===== config.mk =====
export PLATFORM = sky130hd
export DESIGN_NAME = eth_stat_quad
export DESIGN_NICKNAME = d
export VERILOG_FILES = /design/src/logic/stat_pkg.sv /design/src/logic/stat_period_timer.sv /design/src/logic/stat_collector.sv /design/src/logic/stat_arb_mux.sv /design/src/logic/eth_stat_quad.sv
export SDC_FILE = /design/constraint.sdc
export NUM_CORES = 1
export LEC_CHECK = 0
export ABC_AREA = 1
export BUFFER_PORTS_ARGS = -buffer_cell sky130_fd_sc_hd__buf_4
export CAP_MARGIN = 25
export CORE_MARGIN = 5
export CORE_UTILIZATION = 45
export DETAILED_ROUTE_END_ITERATION = 10
export SYNTH_ARGS = -nofsm -noshare
export SYNTH_HDL_FRONTEND = slang
export SYNTH_SLANG_ARGS = --single-unit

===== constraint.sdc =====
create_clock -name stat_clk -period 2.2 [get_ports stat_clk]
set_input_delay 0.22 -clock stat_clk [delete_from_list [all_inputs] [get_ports stat_clk]]
set_output_delay 0.22 -clock stat_clk [all_outputs]
set_load 0.03 [all_outputs]

===== src/logic/stat_pkg.sv =====
// Statistics package with counter widths, record types and default parameters
package stat_pkg;

    // Counters per channel: tx bytes, tx packets, rx bytes, rx packets
    localparam int STATS_PER_CH = 4;

    localparam int DEFAULT_CNT = 4;
    localparam int DEFAULT_UPDATE_PERIOD = 64;
    localparam int DEFAULT_ID_BASE = 0;

    localparam int STAT_INC_W = 4;
    localparam int STAT_VAL_W = 16;
    localparam int STAT_ID_W = 8;
    localparam int STAT_IDX_W = $clog2(STATS_PER_CH);

    // Per-cycle increment of one counter
    typedef logic [STAT_INC_W-1:0] stat_inc_t;

    // Accumulated value, wraps modulo 2^16
    typedef logic [STAT_VAL_W-1:0] stat_val_t;

    // Global counter ID
    typedef logic [STAT_ID_W-1:0] stat_id_t;

    // Counter index inside one channel
    typedef logic [STAT_IDX_W-1:0] stat_idx_t;

    // Per-channel increments, index 0 to 3 in field order
    typedef struct packed {
        stat_inc_t tx_byte;
        stat_inc_t tx_pkt;
        stat_inc_t rx_byte;
        stat_inc_t rx_pkt;
    } ch_stat_t;

    // One statistics record on the shared stream
    typedef struct packed {
        stat_id_t  id;
        stat_val_t value;
    } stat_rec_t;

endpackage


===== src/logic/stat_period_timer.sv =====
// Statistics period timer issuing a one-cycle update tick every period
`timescale 1ns/1ps

module stat_period_timer #(
    parameter int STAT_UPDATE_PERIOD = stat_pkg::DEFAULT_UPDATE_PERIOD
) (
    input  logic stat_clk,
    input  logic rst_n,
    output logic update_tick
);

    localparam int CNT_W = $clog2(STAT_UPDATE_PERIOD);

    logic [CNT_W-1:0] cycle_cnt;

    // Counter runs 0 .. period-1 and wraps
    always_ff @(posedge stat_clk or negedge rst_n) begin
        if (!rst_n) begin
            cycle_cnt <= '0;
        end else if (cycle_cnt == CNT_W'(STAT_UPDATE_PERIOD - 1)) begin
            cycle_cnt <= '0;
        end else begin
            cycle_cnt <= cycle_cnt + 1'b1;
        end
    end

    // Registered one cycle early so the tick lands on period boundaries
    always_ff @(posedge stat_clk or negedge rst_n) begin
        if (!rst_n) begin
            update_tick <= 1'b0;
        end else begin
            update_tick <= (cycle_cnt == CNT_W'(STAT_UPDATE_PERIOD - 2));
        end
    end

endmodule


===== src/logic/stat_collector.sv =====
// Per-channel statistics collector with interval accumulators and record requests
`timescale 1ns/1ps

module stat_collector #(
    parameter int CH_ID_BASE = stat_pkg::DEFAULT_ID_BASE
) (
    input  logic                stat_clk,
    input  logic                rst_n,
    input  logic                update_tick,
    input  stat_pkg::ch_stat_t  stat_in,
    input  logic                grant,
    output logic                req,
    output stat_pkg::stat_rec_t rec
);

    import stat_pkg::*;

    stat_inc_t               inc [STATS_PER_CH];
    stat_val_t               acc [STATS_PER_CH];
    stat_val_t               snap [STATS_PER_CH];
    logic [STATS_PER_CH-1:0] pending;
    stat_idx_t               sel_idx;

    // Counter index order follows the struct field order
    assign inc[0] = stat_in.tx_byte;
    assign inc[1] = stat_in.tx_pkt;
    assign inc[2] = stat_in.rx_byte;
    assign inc[3] = stat_in.rx_pkt;

    // Interval accumulators
    always_ff @(posedge stat_clk or negedge rst_n) begin
        if (!rst_n) begin
            for (int i = 0; i < STATS_PER_CH; i++) begin
                acc[i] <= '0;
            end
        end else begin
            for (int i = 0; i < STATS_PER_CH; i++) begin
                if (update_tick) begin
                    // Tick-cycle increment opens the next interval
                    acc[i] <= stat_val_t'(inc[i]);
                end else begin
                    acc[i] <= acc[i] + stat_val_t'(inc[i]);
                end
            end
        end
    end

    // Snapshot of the closed interval
    always_ff @(posedge stat_clk or negedge rst_n) begin
        if (!rst_n) begin
            for (int i = 0; i < STATS_PER_CH; i++) begin
                snap[i] <= '0;
            end
        end else if (update_tick) begin
            for (int i = 0; i < STATS_PER_CH; i++) begin
                snap[i] <= acc[i];
            end
        end
    end

    // Pending mask, one bit per snapshot record
    always_ff @(posedge stat_clk or negedge rst_n) begin
        if (!rst_n) begin
            pending <= '0;
        end else if (update_tick) begin
            pending <= '1;
        end else if (grant) begin
            pending[sel_idx] <= 1'b0;
        end
    end

    // Lowest pending index goes first
    always_comb begin
        sel_idx = '0;
        for (int i = STATS_PER_CH - 1; i >= 0; i--) begin
            if (pending[i]) begin
                sel_idx = stat_idx_t'(i);
            end
        end
    end

    assign req = |pending;

    assign rec.id    = stat_id_t'(CH_ID_BASE) + stat_id_t'(sel_idx);
    assign rec.value = snap[sel_idx];

endmodule


===== src/logic/stat_arb_mux.sv =====
// Round-robin arbiter merging channel records onto the statistics output strobe
`timescale 1ns/1ps

module stat_arb_mux #(
    parameter int CNT = stat_pkg::DEFAULT_CNT
) (
    input  logic                stat_clk,
    input  logic                rst_n,
    input  logic [CNT-1:0]      req,
    input  stat_pkg::stat_rec_t rec [CNT],
    output logic [CNT-1:0]      grant,
    output logic                m_stat_valid,
    output stat_pkg::stat_rec_t m_stat_rec
);

    localparam int PTR_W = (CNT > 1) ? $clog2(CNT) : 1;

    logic [PTR_W-1:0] last_ptr;
    logic [PTR_W-1:0] gnt_idx;
    logic             gnt_any;

    // Search starts at the channel after the last grant
    always_comb begin : arb_search
        int cand;

        gnt_any = 1'b0;
        gnt_idx = '0;
        for (int i = 1; i <= CNT; i++) begin
            cand = int'(last_ptr) + i;
            if (cand >= CNT) begin
                cand = cand - CNT;
            end
            if (!gnt_any && req[cand]) begin
                gnt_any = 1'b1;
                gnt_idx = PTR_W'(cand);
            end
        end
    end

    always_comb begin
        grant = '0;
        if (gnt_any) begin
            grant[gnt_idx] = 1'b1;
        end
    end

    // Pointer starts at the last channel so channel 0 wins first
    always_ff @(posedge stat_clk or negedge rst_n) begin
        if (!rst_n) begin
            last_ptr <= PTR_W'(CNT - 1);
        end else if (gnt_any) begin
            last_ptr <= gnt_idx;
        end
    end

    always_ff @(posedge stat_clk or negedge rst_n) begin
        if (!rst_n) begin
            m_stat_valid <= 1'b0;
        end else begin
            m_stat_valid <= gnt_any;
        end
    end

    // Output record payload
    always_ff @(posedge stat_clk) begin
        if (gnt_any) begin
            m_stat_rec <= rec[gnt_idx];
        end
    end

endmodule


===== src/logic/eth_stat_quad.sv =====
// Quad Ethernet MAC statistics block with per-channel collectors on one shared stream
`timescale 1ns/1ps

module eth_stat_quad #(
    parameter int CNT = stat_pkg::DEFAULT_CNT,
    parameter int STAT_UPDATE_PERIOD = stat_pkg::DEFAULT_UPDATE_PERIOD,
    parameter int STAT_ID_BASE = stat_pkg::DEFAULT_ID_BASE
) (
    input  logic                stat_clk,
    input  logic                rst_n,
    input  stat_pkg::ch_stat_t  stat_in [CNT],
    output logic                m_stat_valid,
    output stat_pkg::stat_rec_t m_stat_rec
);

    import stat_pkg::*;

    logic           update_tick;
    logic [CNT-1:0] ch_req;
    logic [CNT-1:0] ch_grant;
    stat_rec_t      ch_rec [CNT];

    stat_period_timer #(
        .STAT_UPDATE_PERIOD(STAT_UPDATE_PERIOD)
    ) i_stat_period_timer (
        .stat_clk(stat_clk),
        .rst_n(rst_n),
        .update_tick(update_tick)
    );

    // One collector per channel, IDs offset by channel
    for (genvar n = 0; n < CNT; n++) begin : g_ch

        stat_collector #(
            .CH_ID_BASE(STAT_ID_BASE + n * STATS_PER_CH)
        ) i_stat_collector (
            .stat_clk(stat_clk),
            .rst_n(rst_n),
            .update_tick(update_tick),
            .stat_in(stat_in[n]),
            .grant(ch_grant[n]),
            .req(ch_req[n]),
            .rec(ch_rec[n])
        );

    end

    stat_arb_mux #(
        .CNT(CNT)
    ) i_stat_arb_mux (
        .stat_clk(stat_clk),
        .rst_n(rst_n),
        .req(ch_req),
        .rec(ch_rec),
        .grant(ch_grant),
        .m_stat_valid(m_stat_valid),
        .m_stat_rec(m_stat_rec)
    );

endmodule


After elaboration in Yosys (flattened, before gate mapping) --
Cells that the tools add are included. Widths: inputs -> output; s select.
Cells by class: add/sub/neg operators 28, magnitude comparators 23, equality and inequality tests 2, multiplexer cells 91, bitwise gates (word level) 13, reductions and logical operators 19
Operator list (count):
- $mux 16 | 24
- $add 16x4->16 | 16
- $bmux 16 s2 | 4
- $ge 32x4->1 const B | 4
- $lt 32x4->1 const B | 4
- $mux 32 | 4
- $sub 32x4->32 const B | 4
- $bmux 24 s2 | 1
- $mux 24 | 2
- $mux 2 | 20
- $mux 4 | 9
- $mux 1 | 17
- $and 4x4->4 | 4
- $not 4->4 | 4
- $reduce_or 4->1 | 4
- $ge 3x3->1 const B | 5
- $lt 2x3->1 const B | 5
- $not 2->3 | 5
- $eq 6x6->1 const B | 2
- $add 4x2->5 const A | 2
- $demux 1 s2 | 5
- $ge 2x1->1 const B | 5
- $bmux 1 s2 | 4
- $logic_and 1x1->1 | 8
- other kinds (8) | 14
Word-level totals: register bits 562, input port bits 66, word-level logic and storage cells 218

Longest topological paths before layout --
word-level depth 23, mapped depth 15

By module --
From an unflattened synthesis, not the netlist that was laid out.
Unflattened totals: cell total of the unflattened synthesis 4121, area total of the unflattened synthesis 30767.0 um2
By module, submodules not included:
- stat_collector (g_ch[1].i_stat_collector ...) | instances 2, cells each 935, area an instance 7005.5 um2, sequential area each 3303.2 um2
- stat_collector (g_ch[3].i_stat_collector) | instances 1, cells each 930, area an instance 7084.3 um2, sequential area each 3303.2 um2
- stat_collector (g_ch[0].i_stat_collector) | instances 1, cells each 961, area an instance 7071.8 um2, sequential area each 3303.2 um2
- stat_arb_mux | instances 1, cells each 329, area an instance 2290.9 um2, sequential area each 798.3 um2
- stat_period_timer | instances 1, cells each 31, area an instance 309.0 um2, sequential area each 175.2 um2

Least setup slack after synthesis --
No wires, ideal clock.
path kind register to register, start reg i_stat_arb_mux.last_ptr[1], end reg, netlist name i_stat_arb_mux.m_stat_rec[0], setup time 376 ps, data arrival time 1634 ps, data required time 1824 ps, path slack 190 ps, cell stages (with the launch flop) 9, path buffers 1, path through dfstp_2 -> buf_4 -> xor2_2 -> nand3_1 -> nand2_2 -> nor2_4 -> nand2_1 -> nor2_1 -> inv_1
Between the ends: cells in the longest elaborated chain, start to end 16
Ends and longest elaborated chain:
- from (decl) | RTL line stat_arb_mux.sv:18 | logic [PTR_W-1:0] last_ptr;
- from (signal assigned) | RTL line stat_arb_mux.sv:50 | last_ptr <= PTR_W'(CNT - 1);
- from (signal assigned) | RTL line stat_arb_mux.sv:52 | last_ptr <= gnt_idx;
- $add 2x1->3 | RTL line stat_arb_mux.sv:29 | cand = int'(last_ptr) + i;
- $sub 32x4->32 / $ge 32x4->1 (equally long branches) | RTL line stat_arb_mux.sv:31, stat_arb_mux.sv:30
- $mux 32 | RTL line stat_arb_mux.sv:30 | if (cand >= CNT) begin
- $bmux 1 s2 | RTL line stat_arb_mux.sv:33 | if (!gnt_any && req[cand]) begin
- $mux 1 (not written as such) (2 in a row) | RTL line stat_arb_mux.sv:33
- $mux 1 | RTL line stat_arb_mux.sv:33
- $logic_not 1->1 | RTL line stat_arb_mux.sv:33
- $logic_and 1x1->1 | RTL line stat_arb_mux.sv:33
- $mux 1 | RTL line stat_arb_mux.sv:33
- $logic_not 1->1 | RTL line stat_arb_mux.sv:33
- $logic_and 1x1->1 | RTL line stat_arb_mux.sv:33
- $mux 1 | RTL line stat_arb_mux.sv:33
- $logic_not 1->1 | RTL line stat_arb_mux.sv:33
- $logic_and 1x1->1 | RTL line stat_arb_mux.sv:33
- $mux 1 (*) | RTL line stat_arb_mux.sv:33
- net i_stat_arb_mux.gnt_any | RTL line stat_arb_mux.sv:20 | logic gnt_any;
Mark *: on every way through the listed nets, which the timed path passes. The rest lies on a longest branch. The select of a mux whose other input is x is not followed. A chain may end at the register's enable or synchronous reset.

Worst setup path after layout --
start reg i_stat_arb_mux.last_ptr[0], end reg, netlist name i_stat_arb_mux.m_stat_rec[3]
Between the ends: cells in the longest elaborated chain, start to end 20
Ends and longest elaborated chain:
- $add 2x1->3 | RTL line stat_arb_mux.sv:29
- $sub 32x4->32 / $ge 32x4->1 (equally long branches) | RTL line stat_arb_mux.sv:31, stat_arb_mux.sv:30
- $mux 32 | RTL line stat_arb_mux.sv:30
- $bmux 1 s2 | RTL line stat_arb_mux.sv:33
- $mux 1 (not written as such) (2 in a row) | RTL line stat_arb_mux.sv:33
- $mux 1 | RTL line stat_arb_mux.sv:33
- $logic_not 1->1 | RTL line stat_arb_mux.sv:33
- $logic_and 1x1->1 | RTL line stat_arb_mux.sv:33
- [... 2 more ...]
- $logic_and 1x1->1 | RTL line stat_arb_mux.sv:33
- $mux 1 | RTL line stat_arb_mux.sv:33
- $logic_not 1->1 | RTL line stat_arb_mux.sv:33
- $logic_and 1x1->1 | RTL line stat_arb_mux.sv:33
- $mux 2 (*) | RTL line stat_arb_mux.sv:33
- $not 2->3 (not written as such) (*) | RTL line stat_arb_mux.sv:67 | m_stat_rec <= rec[gnt_idx];
- $bmux 24 s2 (*) | RTL line stat_arb_mux.sv:67
- $mux 24 (not written as such) (*) (2 in a row) | RTL line stat_arb_mux.sv:67
Mark *: on every way between the ends. The rest lies on a longest branch, timed or not. The select of a mux whose other input is x is not followed.

==> results.ini <==
[run_status]
status=finished, violations left
violations=negative setup slack

[cells_and_area]
final_cell_area_sq_um=33100
final_cell_mix=947 x nand2_1, 535 x dfrtp_1, 389 x inv_1, 341 x o21ai_0, 266 x nor2_1
n_fill_cell=5556
multi_input_area_sq_um=11500
antennaDiodeCount=0
syn_to_final_growth_pct=21.5
layout-drive-gt1-share=0.121
seq_area_sq_um=14100
final_common_cell=nand2_1
final_cells=4438
fin_util=0.550
nNetsFinal=3754

[route]
avgRoutedWirePerCell_microns=15.9
via_per_inst=5.15
top_layer=met4
dr.pass1.iters=5
wl_microns=70700
drt_iter0_drc=1474
met2_length_microns=33300
antenna_left=0
wirelength_met1_microns=32700
routed-via-count=22900
drc=0
routed-wl-met3_microns=2980

[floorplanning]
dieHeight_microns=256
core-area_sq_um=60100
pin_count=91
rows=90
dieArea_sq_um=65600
die_w_microns=256
start_util=0.453

[place]
hpwl_microns=49000
pre_cts_slack_ns=-0.00379
gp_congestion=0.876
place_area_sq_um=29500
io_buffers=86
place_inst=4239

[global_route]
track_usage=0.211
grt_pass1_wl_microns=116000
grt-ovfl-total=0
antenna_found_initial=0
first_global_vias=22500
grt_max_degree=165

[sta]
slew_viol_final=0
rsz0062_at_grt=yes
finalSetupViolCount=18
tightest_slew_ns=0.715
setup_ws_ns=-0.0818
finalCritPeriodShare=1.04
setup_tns_ns=-0.871
finClkSkew_ns=0.0221
fmax_ghz=0.438
period_needed_ns=2.28
slew_headroom=0.523
hold_viol_final=0
fin_hold_ws_ns=0.118

[clock_network]
cts_buffers=66
root_buffer=clkbuf_16
h-tree-depth=3
cts.sinks=558
clock_path_buffers=3
cts_tree=done
clk_pin_slew_worst_paths_ns=0.06
clock_latency_ns=0.60

[critical_path]
cp_slowest_stage_delay_ns=0.73
end_kind=flip-flop
ff2ff_setup_slack_ns=-0.08
rr_endpoint=i_stat_arb_mux.m_stat_rec[3]
cp_max_fo=8
crit_family=simple AND/OR/NAND/NOR gates
critical_path_class=flip-flop to flip-flop
cp_num_cells=14
rr_startpoint=i_stat_arb_mux.last_ptr[0]
crit_chain=buf_6 -> nand3_4 -> nand3_4 -> nand2_4 -> nand2_2 -> nand2_2 -> nand2_4 -> nand2_4 -> nor2_8 -> buf_12 -> clkbuf_16 -> nand2_2 -> nand3_2 -> nand2_1
crit_path_start_kind=flip-flop
r2r_cells=14
required_ns=2.55
slowest_stage=dfstp_4
cp.buffers_inverters=3
cp_data_arrival_time_ns=2.63

[logic_synthesis]
synth_top_cell_by_area=dfrtp_1
yosys.area.top_type_share=0.492
seq_area_frac_synth=0.516
synth_area_sq_um=27200
ys_ff_latch=558
netlist_instances=3386
avgSynthCellArea_sq_um=8.05
synth.distinct_cells=43
yosys_warnings=0
synth.area.top_cells=dfrtp_1 49%, nand2_1 13%, o21ai_0 6.3%, inv_1 5.4%, nor2_1 4.0%

[flow_run]
maxCapViolCount=0

[min_path]
hold_path_class=input pin to async pin

[power_and_ir_drop]
power_leakage_nw=15.8
ir_drop_mv=0.549
total_power_mw=31.9
powerDensity_nw_per_um2=963

==> worst max path at each step <==
stage / from / to / slack (ns)
final: i_stat_arb_mux.last_ptr[0] / i_stat_arb_mux.m_stat_rec[3] / -0.08
after global routing: i_stat_arb_mux.last_ptr[0] / i_stat_arb_mux.m_stat_rec[4] / -0.14
after CTS: i_stat_arb_mux.last_ptr[0] / i_stat_arb_mux.m_stat_rec[12] / 0.01
after detailed placement: i_stat_arb_mux.last_ptr[0] / i_stat_arb_mux.m_stat_rec[12] / -0.004
after global placement: i_stat_arb_mux.last_ptr[0] / i_stat_arb_mux.m_stat_rec[0] / 0.03
after floorplan: i_stat_arb_mux.last_ptr[1] / i_stat_arb_mux.m_stat_rec[0] / 0.19
==> power breakdown <==
part	switching, mW	leakage (nW)	internal, mW
logic	4.06	7.50	2.76
clock network	4.33	1.13	7.11
registers	1.57	7.21	12.0
total	9.96	15.8	21.9
==> flip-flops by register name, indices dropped and copies added, names as in the netlist <==
signal / cells
g_ch.i_stat_collector.acc: 256
g_ch.i_stat_collector.snap: 256
i_stat_period_timer.update_tick: 1
i_stat_arb_mux.last_ptr: 2
i_stat_arb_mux.m_stat_rec: 20
i_stat_period_timer.cycle_cnt: 6
g_ch.i_stat_collector.pending: 16
i_stat_arb_mux.m_stat_valid: 1
==> repair_timing <==
item                       in CTS  in global routing
hold endpoints to repair      458                  0
hold buffers                   65                  0
resized for setup               1                122
setup endpoints to repair       3                 75
buffers inserted                1                 10
cloned                          0                  5
pin swaps                       1                 15
==> cell type report <==
class,instances,area share
clock inverters,17,0.00669
inverters,398,0.0454
repair buffers,284,0.0823
multi-input cells,2298,0.348
well taps,782,0.0296
clock buffers,101,0.0629
flip-flops and latches,558,0.425
==> cell usage after synthesis, drive strengths merged <==
library cell / instances
a221oi: 1
dfrtp: 536
inv: 394
o21bai: 1
o21ai: 345
a21boi: 10
a21oi: 171
nor3: 95
nor2: 298
conb: 1
o31ai: 3
nor4: 9
o22ai: 64
nand2: 972
clkbuf: 103
xor2: 35
a31oi: 22
a211oi: 14
ha: 66
clkinv: 4
dfstp: 2
buf: 32
xnor2: 3
edfxtp: 20
fa: 16
nand3: 140
nand3b: 5
nand4: 11
o21a: 13
==> metal layers <==
| layer | up-vias | GRT usage |
|---|---|---|
| li1 | 11300 | - |
| met1 | 11000 | 0.298 |
| met2 | 442 | 0.345 |
| met3 | 111 | 0.0290 |
| met4 | 0 | 0.0615 |
| met5 | - | 0 |
==> cell families (layout without fill, tap and decap cells) <==
family                     after synthesis  count (layout)  synth area share
and+or+nand+nor                       1530            1530             0.227
AOI/OAI and AO/OA                      644             644             0.126
DFF                                    558             558             0.516
buffers and inverters                  533             800            0.0762
adders and majority gates               82              82            0.0421
xor gates and xnor gates                38              38            0.0125
other                                    1               4          0.000138
No activity file was read; power rests on OpenSTA's default activity.
